**src/design/obi_xbar_settings.svh**
```systemverilog
`ifndef OBI_XBAR_SETTINGS_SVH
`define OBI_XBAR_SETTINGS_SVH

// OBI side widths, one tag bit above the 32 data bits
`define OBI_DW  33
`define OBI_AW  32
`define OBI_BEW 4

// AXI data path carries no tag bit
`define AXI_DW  32

// master 0 is the data port and wins arbitration
`define N_MSTR  2
`define N_SLV   3

// ========================================
// address windows, start inclusive, end exclusive
// ========================================
`define IROM_START 32'h2000_0000
`define IROM_END   32'h2004_0000
`define DRAM_START 32'h200F_0000
`define DRAM_END   32'h2010_0000

`endif

```
**src/design/obi_xbar_pkg.sv**
```systemverilog
package obi_xbar_pkg;

  // bit position of each slave in the one-hot request vectors
  typedef enum logic [1:0] {
    SLV_IROM = 2'd0,
    SLV_DRAM = 2'd1,
    SLV_AXI  = 2'd2
  } slv_sel_e;

  // single-beat AXI bridge
  typedef enum logic [1:0] {
    AXI_IDLE,
    AXI_ACC,
    AXI_RESP
  } axi_state_e;

endpackage

```
**src/design/obi_mstr_port.sv**
```systemverilog
`timescale 1ns/1ps
`include "obi_xbar_settings.svh"

module obi_mstr_port (
  input  logic                             clk_i,
  input  logic                             rstn_i,

  input  logic                             req_i,
  output logic                             gnt_o,
  input  logic [`OBI_AW-1:0]               addr_i,
  output logic [`OBI_DW-1:0]               rdata_o,
  output logic                             rvalid_o,
  output logic                             err_o,

  output logic [`N_SLV-1:0]                slv_req_o,
  input  logic [`N_SLV-1:0]                slv_gnt_i,
  input  logic [`N_SLV-1:0][`OBI_DW-1:0]   slv_rdata_i,
  input  logic [`N_SLV-1:0]                slv_rvalid_i,
  input  logic [`N_SLV-1:0]                slv_err_i
);

  obi_xbar_pkg::slv_sel_e sel;

  logic [`N_SLV-1:0] slv_dec;
  logic [`N_SLV-1:0] pending_q;
  logic              rvalid_done;
  logic              req_ok;

  // ========================================
  // address decode
  // ========================================

  always_comb begin
    if (addr_i >= `IROM_START && addr_i < `IROM_END) begin
      sel = obi_xbar_pkg::SLV_IROM;
    end else if (addr_i >= `DRAM_START && addr_i < `DRAM_END) begin
      sel = obi_xbar_pkg::SLV_DRAM;
    end else begin
      // anything unmapped goes out over AXI
      sel = obi_xbar_pkg::SLV_AXI;
    end
  end

  assign slv_dec = req_i ? (`N_SLV'(1) << sel) : '0;

  // ========================================
  // switch hold
  // ========================================

  // a different slave waits for the pending response, same slave may pipeline
  assign rvalid_done = |(pending_q & slv_rvalid_i);
  assign req_ok      = (pending_q == '0) || (pending_q == slv_dec) || rvalid_done;
  assign slv_req_o   = req_ok ? slv_dec : '0;

  assign gnt_o = |(slv_gnt_i & slv_req_o);

  always_ff @(posedge clk_i or negedge rstn_i) begin
    if (!rstn_i) begin
      pending_q <= '0;
    end else if (gnt_o) begin
      pending_q <= slv_req_o;
    end else if (rvalid_done) begin
      pending_q <= '0;
    end
  end

  // ========================================
  // response select
  // ========================================

  always_comb begin
    rdata_o = '0;
    for (int i = 0; i < `N_SLV; i++) begin
      if (pending_q[i]) begin
        rdata_o = slv_rdata_i[i];
      end
    end
  end

  assign rvalid_o = rvalid_done;
  assign err_o    = |(pending_q & slv_rvalid_i & slv_err_i);

  // at most one slave sees this master at a time
  a_req_onehot: assert property (
    @(posedge clk_i) disable iff (!rstn_i) $onehot0(slv_req_o)
  ) else $error("master port drives more than one slave request");

endmodule

```
**src/design/obi_mem_arb.sv**
```systemverilog
`timescale 1ns/1ps
`include "obi_xbar_settings.svh"

module obi_mem_arb (
  input  logic                              clk_i,
  input  logic                              rstn_i,

  input  logic [`N_MSTR-1:0]                req_i,
  output logic [`N_MSTR-1:0]                gnt_o,
  input  logic [`N_MSTR-1:0][`OBI_AW-1:0]   addr_i,
  input  logic [`N_MSTR-1:0][`OBI_BEW-1:0]  be_i,
  input  logic [`N_MSTR-1:0][`OBI_DW-1:0]   wdata_i,
  input  logic [`N_MSTR-1:0]                we_i,
  output logic [`OBI_DW-1:0]                rdata_o,
  output logic                              rvalid_o,
  output logic                              err_o,

  output logic                              mem_en_o,
  output logic [`OBI_AW-1:0]                mem_addr_o,
  output logic [`OBI_DW-1:0]                mem_wdata_o,
  output logic                              mem_we_o,
  output logic [`OBI_BEW-1:0]               mem_be_o,
  input  logic [`OBI_DW-1:0]                mem_rdata_i,
  input  logic                              mem_ready_i,
  input  logic                              mem_error_i
);

  logic rvalid_q;

  // lowest index wins
  for (genvar i = 0; i < `N_MSTR; i++) begin : g_gnt
    logic [`N_MSTR-1:0] higher;
    assign higher   = (`N_MSTR'(1) << i) - `N_MSTR'(1);
    assign gnt_o[i] = mem_ready_i & req_i[i] & ~(|(req_i & higher));
  end

  assign mem_en_o = |gnt_o;

  // and-or mux of the granted payload
  always_comb begin
    mem_addr_o  = '0;
    mem_wdata_o = '0;
    mem_we_o    = 1'b0;
    mem_be_o    = '0;
    for (int i = 0; i < `N_MSTR; i++) begin
      mem_addr_o  = mem_addr_o  | (addr_i[i]  & {`OBI_AW{gnt_o[i]}});
      mem_wdata_o = mem_wdata_o | (wdata_i[i] & {`OBI_DW{gnt_o[i]}});
      mem_we_o    = mem_we_o    | (we_i[i] & gnt_o[i]);
      mem_be_o    = mem_be_o    | (be_i[i]    & {`OBI_BEW{gnt_o[i]}});
    end
  end

  // memory answers one cycle after acceptance
  always_ff @(posedge clk_i or negedge rstn_i) begin
    if (!rstn_i) begin
      rvalid_q <= 1'b0;
    end else begin
      rvalid_q <= mem_en_o;
    end
  end

  assign rvalid_o = rvalid_q;
  assign rdata_o  = mem_rdata_i;
  assign err_o    = mem_error_i;

  a_gnt_onehot: assert property (
    @(posedge clk_i) disable iff (!rstn_i) $onehot0(gnt_o)
  ) else $error("memory arbiter grants more than one master");

endmodule

```
**src/design/obi_axi_bridge.sv**
```systemverilog
`timescale 1ns/1ps
`include "obi_xbar_settings.svh"

module obi_axi_bridge (
  input  logic                              clk_i,
  input  logic                              rstn_i,

  input  logic [`N_MSTR-1:0]                req_i,
  output logic [`N_MSTR-1:0]                gnt_o,
  input  logic [`N_MSTR-1:0][`OBI_AW-1:0]   addr_i,
  input  logic [`N_MSTR-1:0][`OBI_BEW-1:0]  be_i,
  input  logic [`N_MSTR-1:0][`OBI_DW-1:0]   wdata_i,
  input  logic [`N_MSTR-1:0]                we_i,
  output logic [`OBI_DW-1:0]                rdata_o,
  output logic                              rvalid_o,
  output logic                              err_o,

  output logic [`OBI_AW-1:0]                awaddr_o,
  output logic                              awvalid_o,
  input  logic                              awready_i,

  output logic [`AXI_DW-1:0]                wdata_o,
  output logic [`OBI_BEW-1:0]               wstrb_o,
  output logic                              wvalid_o,
  input  logic                              wready_i,

  input  logic [1:0]                        bresp_i,
  input  logic                              bvalid_i,

  output logic [`OBI_AW-1:0]                araddr_o,
  output logic                              arvalid_o,
  input  logic                              arready_i,

  input  logic [`AXI_DW-1:0]                rdata_i,
  input  logic [1:0]                        rresp_i,
  input  logic                              rvalid_i
);

  obi_xbar_pkg::axi_state_e state_q;

  logic [`N_MSTR-1:0]  win;
  logic [`N_MSTR-1:0]  sel_q;
  logic [`OBI_AW-1:0]  axi_addr;
  logic [`AXI_DW-1:0]  axi_wdata;
  logic [`OBI_BEW-1:0] axi_be;
  logic                axi_we;
  logic                we_q;
  logic                aw_done;
  logic                w_done;
  logic                in_acc;
  logic                acc_done;
  logic                resp_done;

  // ========================================
  // winner select and latched payload
  // ========================================

  for (genvar i = 0; i < `N_MSTR; i++) begin : g_win
    logic [`N_MSTR-1:0] higher;
    assign higher = (`N_MSTR'(1) << i) - `N_MSTR'(1);
    assign win[i] = req_i[i] & ~(|(req_i & higher));
  end

  // master holds its payload until gnt, so no copy is needed
  always_comb begin
    axi_addr  = '0;
    axi_wdata = '0;
    axi_be    = '0;
    axi_we    = 1'b0;
    for (int i = 0; i < `N_MSTR; i++) begin
      axi_addr  = axi_addr  | (addr_i[i] & {`OBI_AW{sel_q[i]}});
      axi_wdata = axi_wdata | (wdata_i[i][`AXI_DW-1:0] & {`AXI_DW{sel_q[i]}});
      axi_be    = axi_be    | (be_i[i] & {`OBI_BEW{sel_q[i]}});
      axi_we    = axi_we    | (we_i[i] & sel_q[i]);
    end
  end

  // ========================================
  // AXI channels
  // ========================================

  assign in_acc = (state_q == obi_xbar_pkg::AXI_ACC);

  assign awaddr_o  = axi_addr;
  assign awvalid_o = in_acc & axi_we & ~aw_done;
  assign wdata_o   = axi_wdata;
  assign wstrb_o   = axi_be;
  assign wvalid_o  = in_acc & axi_we & ~w_done;
  assign araddr_o  = axi_addr;
  assign arvalid_o = in_acc & ~axi_we;

  assign acc_done  = axi_we ? ((aw_done | awready_i) & (w_done | wready_i)) : arready_i;
  assign resp_done = we_q ? bvalid_i : rvalid_i;

  // grant only the latched master
  assign gnt_o    = sel_q & {`N_MSTR{in_acc & acc_done}};
  assign rvalid_o = (state_q == obi_xbar_pkg::AXI_RESP) & resp_done;
  assign err_o    = rvalid_o & (we_q ? bresp_i[1] : rresp_i[1]);
  assign rdata_o  = {{(`OBI_DW - `AXI_DW){1'b0}}, rdata_i};

  always_ff @(posedge clk_i or negedge rstn_i) begin
    if (!rstn_i) begin
      state_q <= obi_xbar_pkg::AXI_IDLE;
      sel_q   <= '0;
      we_q    <= 1'b0;
      aw_done <= 1'b0;
      w_done  <= 1'b0;
    end else begin
      case (state_q)
        obi_xbar_pkg::AXI_IDLE: begin
          if (|req_i) begin
            state_q <= obi_xbar_pkg::AXI_ACC;
            sel_q   <= win;
            aw_done <= 1'b0;
            w_done  <= 1'b0;
          end
        end
        obi_xbar_pkg::AXI_ACC: begin
          if (awvalid_o && awready_i) begin
            aw_done <= 1'b1;
          end
          if (wvalid_o && wready_i) begin
            w_done <= 1'b1;
          end
          if (acc_done) begin
            state_q <= obi_xbar_pkg::AXI_RESP;
            we_q    <= axi_we;
          end
        end
        obi_xbar_pkg::AXI_RESP: begin
          if (resp_done) begin
            state_q <= obi_xbar_pkg::AXI_IDLE;
          end
        end
        default: begin
          state_q <= obi_xbar_pkg::AXI_IDLE;
        end
      endcase
    end
  end

  a_valid_in_acc: assert property (
    @(posedge clk_i) disable iff (!rstn_i)
    (awvalid_o | wvalid_o | arvalid_o) |-> in_acc
  ) else $error("AXI valid driven outside the access state");

  // the latched master must still be holding its request when granted
  a_gnt_held: assert property (
    @(posedge clk_i) disable iff (!rstn_i)
    (|gnt_o) |-> (|(gnt_o & req_i))
  ) else $error("AXI grant to a master that dropped its request");

endmodule

```
**src/design/obi_xbar.sv**
```systemverilog
`timescale 1ns/1ps
`include "obi_xbar_settings.svh"

module obi_xbar (
  input  logic                  clk_i,
  input  logic                  rstn_i,

  // core data port
  input  logic                  data_req_i,
  output logic                  data_gnt_o,
  input  logic [`OBI_AW-1:0]    data_addr_i,
  input  logic [`OBI_BEW-1:0]   data_be_i,
  input  logic [`OBI_DW-1:0]    data_wdata_i,
  input  logic                  data_we_i,
  output logic [`OBI_DW-1:0]    data_rdata_o,
  output logic                  data_rvalid_o,
  output logic                  data_error_o,

  // core instruction port, read only
  input  logic                  instr_req_i,
  output logic                  instr_gnt_o,
  input  logic [`OBI_AW-1:0]    instr_addr_i,
  output logic [`OBI_DW-1:0]    instr_rdata_o,
  output logic                  instr_rvalid_o,
  output logic                  instr_error_o,

  output logic                  irom_en_o,
  output logic [`OBI_AW-1:0]    irom_addr_o,
  output logic [`OBI_DW-1:0]    irom_wdata_o,
  output logic                  irom_we_o,
  output logic [`OBI_BEW-1:0]   irom_be_o,
  input  logic [`OBI_DW-1:0]    irom_rdata_i,
  input  logic                  irom_ready_i,
  input  logic                  irom_error_i,

  output logic                  dram_en_o,
  output logic [`OBI_AW-1:0]    dram_addr_o,
  output logic [`OBI_DW-1:0]    dram_wdata_o,
  output logic                  dram_we_o,
  output logic [`OBI_BEW-1:0]   dram_be_o,
  input  logic [`OBI_DW-1:0]    dram_rdata_i,
  input  logic                  dram_ready_i,
  input  logic                  dram_error_i,

  output logic [`OBI_AW-1:0]    awaddr_o,
  output logic                  awvalid_o,
  input  logic                  awready_i,
  output logic [`AXI_DW-1:0]    wdata_o,
  output logic [`OBI_BEW-1:0]   wstrb_o,
  output logic                  wvalid_o,
  input  logic                  wready_i,
  input  logic [1:0]            bresp_i,
  input  logic                  bvalid_i,
  output logic [`OBI_AW-1:0]    araddr_o,
  output logic                  arvalid_o,
  input  logic                  arready_i,
  input  logic [`AXI_DW-1:0]    rdata_i,
  input  logic [1:0]            rresp_i,
  input  logic                  rvalid_i
);

  localparam int IROM = obi_xbar_pkg::SLV_IROM;
  localparam int DRAM = obi_xbar_pkg::SLV_DRAM;
  localparam int AXI  = obi_xbar_pkg::SLV_AXI;

  // master side, indexed by slave
  logic [`N_SLV-1:0]                data_slv_req;
  logic [`N_SLV-1:0]                data_slv_gnt;
  logic [`N_SLV-1:0]                instr_slv_req;
  logic [`N_SLV-1:0]                instr_slv_gnt;
  logic [`N_SLV-1:0][`OBI_DW-1:0]   s2m_rdata;
  logic [`N_SLV-1:0]                s2m_rvalid;
  logic [`N_SLV-1:0]                s2m_err;

  // slave side, indexed by master
  logic [`N_MSTR-1:0]               irom_req;
  logic [`N_MSTR-1:0]               irom_gnt;
  logic [`N_MSTR-1:0]               dram_req;
  logic [`N_MSTR-1:0]               dram_gnt;
  logic [`N_MSTR-1:0]               axi_req;
  logic [`N_MSTR-1:0]               axi_gnt;
  logic [`N_MSTR-1:0][`OBI_AW-1:0]  m2s_addr;
  logic [`N_MSTR-1:0][`OBI_BEW-1:0] m2s_be;
  logic [`N_MSTR-1:0][`OBI_DW-1:0]  m2s_wdata;
  logic [`N_MSTR-1:0]               m2s_we;

  // ========================================
  // request and grant transpose
  // ========================================
  assign irom_req = {instr_slv_req[IROM], data_slv_req[IROM]};
  assign dram_req = {instr_slv_req[DRAM], data_slv_req[DRAM]};
  assign axi_req  = {instr_slv_req[AXI],  data_slv_req[AXI]};

  assign data_slv_gnt  = {axi_gnt[0], dram_gnt[0], irom_gnt[0]};
  assign instr_slv_gnt = {axi_gnt[1], dram_gnt[1], irom_gnt[1]};

  // instruction fetch is always a full-word read
  assign m2s_addr  = {instr_addr_i, data_addr_i};
  assign m2s_be    = {{`OBI_BEW{1'b1}}, data_be_i};
  assign m2s_wdata = {{`OBI_DW{1'b0}}, data_wdata_i};
  assign m2s_we    = {1'b0, data_we_i};

  obi_mstr_port u_data_port (
    .clk_i(clk_i), .rstn_i(rstn_i),
    .req_i(data_req_i), .gnt_o(data_gnt_o), .addr_i(data_addr_i),
    .rdata_o(data_rdata_o), .rvalid_o(data_rvalid_o), .err_o(data_error_o),
    .slv_req_o(data_slv_req), .slv_gnt_i(data_slv_gnt), .slv_rdata_i(s2m_rdata),
    .slv_rvalid_i(s2m_rvalid), .slv_err_i(s2m_err)
  );

  obi_mstr_port u_instr_port (
    .clk_i(clk_i), .rstn_i(rstn_i),
    .req_i(instr_req_i), .gnt_o(instr_gnt_o), .addr_i(instr_addr_i),
    .rdata_o(instr_rdata_o), .rvalid_o(instr_rvalid_o), .err_o(instr_error_o),
    .slv_req_o(instr_slv_req), .slv_gnt_i(instr_slv_gnt), .slv_rdata_i(s2m_rdata),
    .slv_rvalid_i(s2m_rvalid), .slv_err_i(s2m_err)
  );

  obi_mem_arb u_irom_arb (
    .clk_i(clk_i), .rstn_i(rstn_i),
    .req_i(irom_req), .gnt_o(irom_gnt), .addr_i(m2s_addr), .be_i(m2s_be),
    .wdata_i(m2s_wdata), .we_i(m2s_we),
    .rdata_o(s2m_rdata[IROM]), .rvalid_o(s2m_rvalid[IROM]), .err_o(s2m_err[IROM]),
    .mem_en_o(irom_en_o), .mem_addr_o(irom_addr_o), .mem_wdata_o(irom_wdata_o),
    .mem_we_o(irom_we_o), .mem_be_o(irom_be_o), .mem_rdata_i(irom_rdata_i),
    .mem_ready_i(irom_ready_i), .mem_error_i(irom_error_i)
  );

  obi_mem_arb u_dram_arb (
    .clk_i(clk_i), .rstn_i(rstn_i),
    .req_i(dram_req), .gnt_o(dram_gnt), .addr_i(m2s_addr), .be_i(m2s_be),
    .wdata_i(m2s_wdata), .we_i(m2s_we),
    .rdata_o(s2m_rdata[DRAM]), .rvalid_o(s2m_rvalid[DRAM]), .err_o(s2m_err[DRAM]),
    .mem_en_o(dram_en_o), .mem_addr_o(dram_addr_o), .mem_wdata_o(dram_wdata_o),
    .mem_we_o(dram_we_o), .mem_be_o(dram_be_o), .mem_rdata_i(dram_rdata_i),
    .mem_ready_i(dram_ready_i), .mem_error_i(dram_error_i)
  );

  obi_axi_bridge u_axi_bridge (
    .clk_i(clk_i), .rstn_i(rstn_i),
    .req_i(axi_req), .gnt_o(axi_gnt), .addr_i(m2s_addr), .be_i(m2s_be),
    .wdata_i(m2s_wdata), .we_i(m2s_we),
    .rdata_o(s2m_rdata[AXI]), .rvalid_o(s2m_rvalid[AXI]), .err_o(s2m_err[AXI]),
    .awaddr_o(awaddr_o), .awvalid_o(awvalid_o), .awready_i(awready_i),
    .wdata_o(wdata_o), .wstrb_o(wstrb_o), .wvalid_o(wvalid_o), .wready_i(wready_i),
    .bresp_i(bresp_i), .bvalid_i(bvalid_i),
    .araddr_o(araddr_o), .arvalid_o(arvalid_o), .arready_i(arready_i),
    .rdata_i(rdata_i), .rresp_i(rresp_i), .rvalid_i(rvalid_i)
  );

endmodule

```
**config.mk**
```make
export PLATFORM = sky130hd
export DESIGN_NAME = obi_xbar
export DESIGN_NICKNAME = d
export VERILOG_FILES = /design/src/design/obi_xbar_pkg.sv /design/src/design/obi_mstr_port.sv /design/src/design/obi_mem_arb.sv /design/src/design/obi_axi_bridge.sv /design/src/design/obi_xbar.sv
export VERILOG_INCLUDE_DIRS = /design/src /design/src/design
export SDC_FILE = /design/constraint.sdc
export NUM_CORES = 1
export LEC_CHECK = 0
export BUFFER_PORTS_ARGS = -buffer_cell sky130_fd_sc_hd__buf_2
export CAP_MARGIN = 20
export CORE_AREA = 5 5 204 206
export CTS_BUF_LIST = sky130_fd_sc_hd__clkbuf_8 sky130_fd_sc_hd__clkbuf_16
export DETAILED_ROUTE_END_ITERATION = 8
export DIE_AREA = 0 0 209 211
export SYNTH_ARGS = -nofsm -noshare
export SYNTH_HDL_FRONTEND = slang
export SYNTH_SLANG_ARGS = --single-unit
```
**constraint.sdc**
```tcl
create_clock -name clk_i -period 3 [get_ports clk_i]
set_clock_uncertainty 0.05 [all_clocks]
set_input_delay 0.6 -clock clk_i [delete_from_list [all_inputs] [get_ports clk_i]]
set_output_delay 0.6 -clock clk_i [all_outputs]
set_load 0.05 [all_outputs]
```
==> metrics.csv <==
stage;metric;value;unit
cts;clock_tree.root_cell;sky130_fd_sc_hd__clkbuf_16;
route;drt-total-wl;33180;um
synth;synth-edff-count;0;
sta;rsz0062_at_grt;yes;
global_routing;first_global_vias;7615;
critical_path;critPathLaunchType;primary input;
cts;cts_htree_levels;1;
critical_path;max_stage_delay;0.36;ns
global_routing;globalRouteOverflowTotal;0;
sta;tns;-47.48;ns
cts;clkLatencyLatePin;0.24;ns
floorplan;vertical_die_dimension;211;um
power;power.net_switching;4.070;mW
floorplan;initial_core_util;11.21;%
final_layout;mostFrequentLayoutCell;sky130_fd_sc_hd__buf_2;
floorplan;dieArea;0.04410;sq mm
sta;worstMarginPinSlew;0.7788;ns
final_layout;final_area;0.01042;sq mm
power;seq_power_share;6.8;%
critical_path;critical_path_required;2.35;ns
sta;maxSlewViolCount;0;
synth;synth.avg_cell_area;6.813;sq um
synth;synth.lib_cells_used.distinct;57;
route;route.detailed.wl_per_inst;19.21;um
floorplan;core-area;0.03946;sq mm
sta;tcrit_tclk_final;116.4;%
sta;setup_viol;120;
run_status;status;complete, but fails checks;
power;leakagePower;5.211;nW
floorplan;placementRows;73;
global_routing;antenna_found_initial;6;
route;detail-route-antenna-nets;0;
cts;clock-sinks;15;
synth;synthCells;649;
final_layout;num-nets-final;1416;
power;vdd_ir_drop_max;0.6255;mV
critical_path;worst-path-max-fanout;28;
global_routing;maximum_number_of_pins_on_one_net_before_global_route_repair;73;
final_layout;mostFrequentLayoutCells;379 x sky130_fd_sc_hd__buf_2, 100 x sky130_fd_sc_hd__buf_4, 89 x sky130_fd_sc_hd__buf_8;
power;cellPowerDensity;544.8;mW/mm^2
critical_path;setup.worst_path.start;instr_addr_i[30];
place;place_area;0.008506;sq mm
synth;synth-seq-cells;15;
critical_path;crit-reg2reg-launch;u_axi_bridge.we_q$_DFFE_PN0P_;
critical_path;timing.critical_path.arrival;2.84;ns
route;firstDrtPassIters;5;
place;pre_cts_slack;-0.5776;ns
run;drv_cap;0;
global_routing;first_pass_grt_wire_length;47580;um
critical_path;timing.critical_path.buf_inv;7;
route;route.detailed.drc;0;
route;detailroute.via_count;7368;
cts;cts_buffer_depth;2;
power;p_comb_share;88.6;%
critical_path;cp_top_delay_family;buffers and inverters;
final_layout;fillers;4234;
floorplan;die_outline_width;209;um
synth;post_synthesis_sequential_area_ratio;8.489;%
synth;synth.cell_area;0.004422;sq mm
critical_path;critical_path.endpoint_type;primary output;
synth;asyncSetResetFlopFracSynth;100.0;%
sta;hold-worst-slack;0.2126;ns
critical_path;worst_path_max_delay_cell;sky130_fd_sc_hd__a2111oi_4;
cts;clk_pin_slew;0.05;ns
cts;tritoncts_clock_tree;yes;
sta;max_freq;286.4;MHz
run_status;violations;setup timing;
route;dr.first_iter.drc_count;493;
power;power_report.internal_total;1.607;mW
place;placement.io_buffers;507;
sta;final_period_minus_worst_setup_slack;3.492;ns
power;p_total;5.677;mW
critical_path;worst_path_most_repeated_cell;sky130_fd_sc_hd__buf_4;
power;share_clk_of_total_power;4.6;%
global_routing;grtUsageTotal;13.73;%
final_layout;area_delta_synth_final;135.7;%
critical_path;cp_cell_sequence;buf_6, nor4b_4, buf_4, nand4_1, buf_4, buf_4, buf_4, a2111oi_4, buf_12, or2_2, buf_2;
cts;tritoncts.num_buffers;3;
floorplan;ios;534;
critical_path;crit_type;in -> out;
worst_hold_path;hp-class;in -> async;
sta;slew_headroom;48.08;%
synth;synth_top_flop_cell;sky130_fd_sc_hd__dfrtp_1;
sta;hold_violations;0;
place;gpl.final_weighted_congestion;0.8900;
synth;synthesis.yosys.warnings;0;
sta;finalWorstSetupSlack;-0.4919;ns
final_layout;share_of_post_route_cells_with_drive_strength_above_1;66.78;%
power;power.switching_fraction;71.69;%
place;dp_hpwl;24600;um
route;route.detailed.vias_per_inst;4.266;
## area by class of cell
type | count | area (sq um) | area share (%)
multi-input cells | 529 | 4034 | 38.71
repair buffers | 638 | 5213 | 50.02
clock inverters | 1 | 5.005 | 0.04803
clock buffers | 3 | 75.07 | 0.7205
diodes | 4 | 10.01 | 0.09606
inverters | 12 | 45.04 | 0.4323
well taps | 525 | 656.9 | 6.304
flip-flops and latches | 15 | 381.6 | 3.662
## metal layers
metal  global-route usage, %  part of all wire, %  up-vias
li1                        -                    -     3403
met1                   16.55                   40     3517
met2                   24.45                   50      393
met3                   2.970                  7.2       51
met4                   4.253                  2.8        4
met5                       0                0.099        -
## state kept, by name, indices dropped and copies added, names as in the netlist
name and flops:
u_axi_bridge.state_q 2, u_data_port.pending_q 3, u_axi_bridge.we_q 1, u_dram_arb.rvalid_o 1
u_axi_bridge.w_done 1, u_axi_bridge.sel_q 2, u_axi_bridge.aw_done 1, u_instr_port.pending_q 3
u_irom_arb.rvalid_o 1
## through the flow
| step | cells | utilization [%] |
|---|---|---|
| 6_report | 1727 | 26.41 |
| 5_1_grt | 1727 | 26.41 |
| 4_1_cts | 1726 | 26.47 |
| 3_5_place_dp | 1683 | 21.56 |
| 3_3_place_gp | 1683 | 21.56 |
| 2_1_floorplan | 672 | - |
## cell usage after synthesis, drive strengths merged (4+ instances only)
master / count / area (sq um)
or2: 9 / 56.30
a22oi: 69 / 518.0
clkbuf: 46 / 172.7
inv: 12 / 45.04
a22o: 65 / 589.3
dfrtp: 15 / 375.4
o21ai: 71 / 359.1
and3: 4 / 26.28
nand2: 78 / 292.8
buf: 70 / 505.5
nor4: 5 / 58.80
nor2b: 4 / 25.02
a32o: 4 / 40.04
nand4: 7 / 43.79
a21o: 19 / 148.9
nor2: 11 / 41.29
nand3: 9 / 45.04
nor3: 5 / 25.02
and2: 102 / 638.1
o31ai: 4 / 57.55
a31oi: 5 / 31.28
## path summary, 6_finish.rpt
| check | endpoint | slack (ns) | cells past startpoint |
|---|---|---|---|
| max | dram_addr_o[29] | -0.49 | 11 |
| min | u_axi_bridge.we_q$_DFFE_PN0P_ | 0.21 | 1 |
| max reg2reg | u_dram_arb.rvalid_o$_DFF_PN0_ | 0.49 | 8 |
| min reg2reg | u_axi_bridge.aw_done$_DFFE_PN0P_ | 0.53 | 2 |
| max in group asynchronous | u_instr_port.pending_q[1]$_DFFE_PN0P_ | 2.39 | 1 |
| min in group clk_i | u_axi_bridge.aw_done$_DFFE_PN0P_ | 0.53 | 2 |
## worst reg2reg max path: stages, from the launching register on
cell and delay, ns:
sky130_fd_sc_hd__dfrtp_1 0.38, sky130_fd_sc_hd__mux2_2 0.39, sky130_fd_sc_hd__buf_4 0.15, sky130_fd_sc_hd__a31oi_1 0.28, sky130_fd_sc_hd__o31ai_2 0.21, sky130_fd_sc_hd__a31oi_1 0.28
sky130_fd_sc_hd__a2111oi_4 0.09, sky130_fd_sc_hd__buf_12 0.18, sky130_fd_sc_hd__or2_2 0.37
## kinds of logic (layout without fill, tap and decap cells)
group / count (synthesis) / in the layout / synth area share, %
AO/OA/AOI/OAI: 256 / 256 / 43.55
XOR/XNOR: 1 / 1 / 0.1981
buffers and inverters: 128 / 654 / 16.36
flip-flops: 15 / 15 / 8.489
multiplexers: 3 / 3 / 0.7357
other: 1 / 28 / 0.08481
AND/OR/NAND/NOR: 245 / 245 / 30.59
## power groups by stage
| stage | sequential (mW) | clock [mW] | combinational [mW] |
|---|---|---|---|
| 6_report | 0.385 | 0.262 | 5.03 |
| 5_1_grt | 0.394 | 0.282 | 5.25 |
| 4_1_cts | 0.388 | 0.272 | 5.04 |
| 3_5_place_dp | 0.384 | 0 | 5.01 |
| 3_3_place_gp | 0.391 | 0 | 4.99 |
| 2_1_floorplan | 0.296 | 0 | 3.91 |
## repair_timing
| action | CTS | global route |
|---|---|---|
| endpoints found under the setup margin | 120 | 120 |
| cloned | 16 | 0 |
| resized for setup | 386 | 29 |
| pin swaps | 52 | 34 |
| hold buffers | 0 | 0 |
| buffers inserted | 25 | 4 |
No activity file was read; power rests on OpenSTA's default activity.
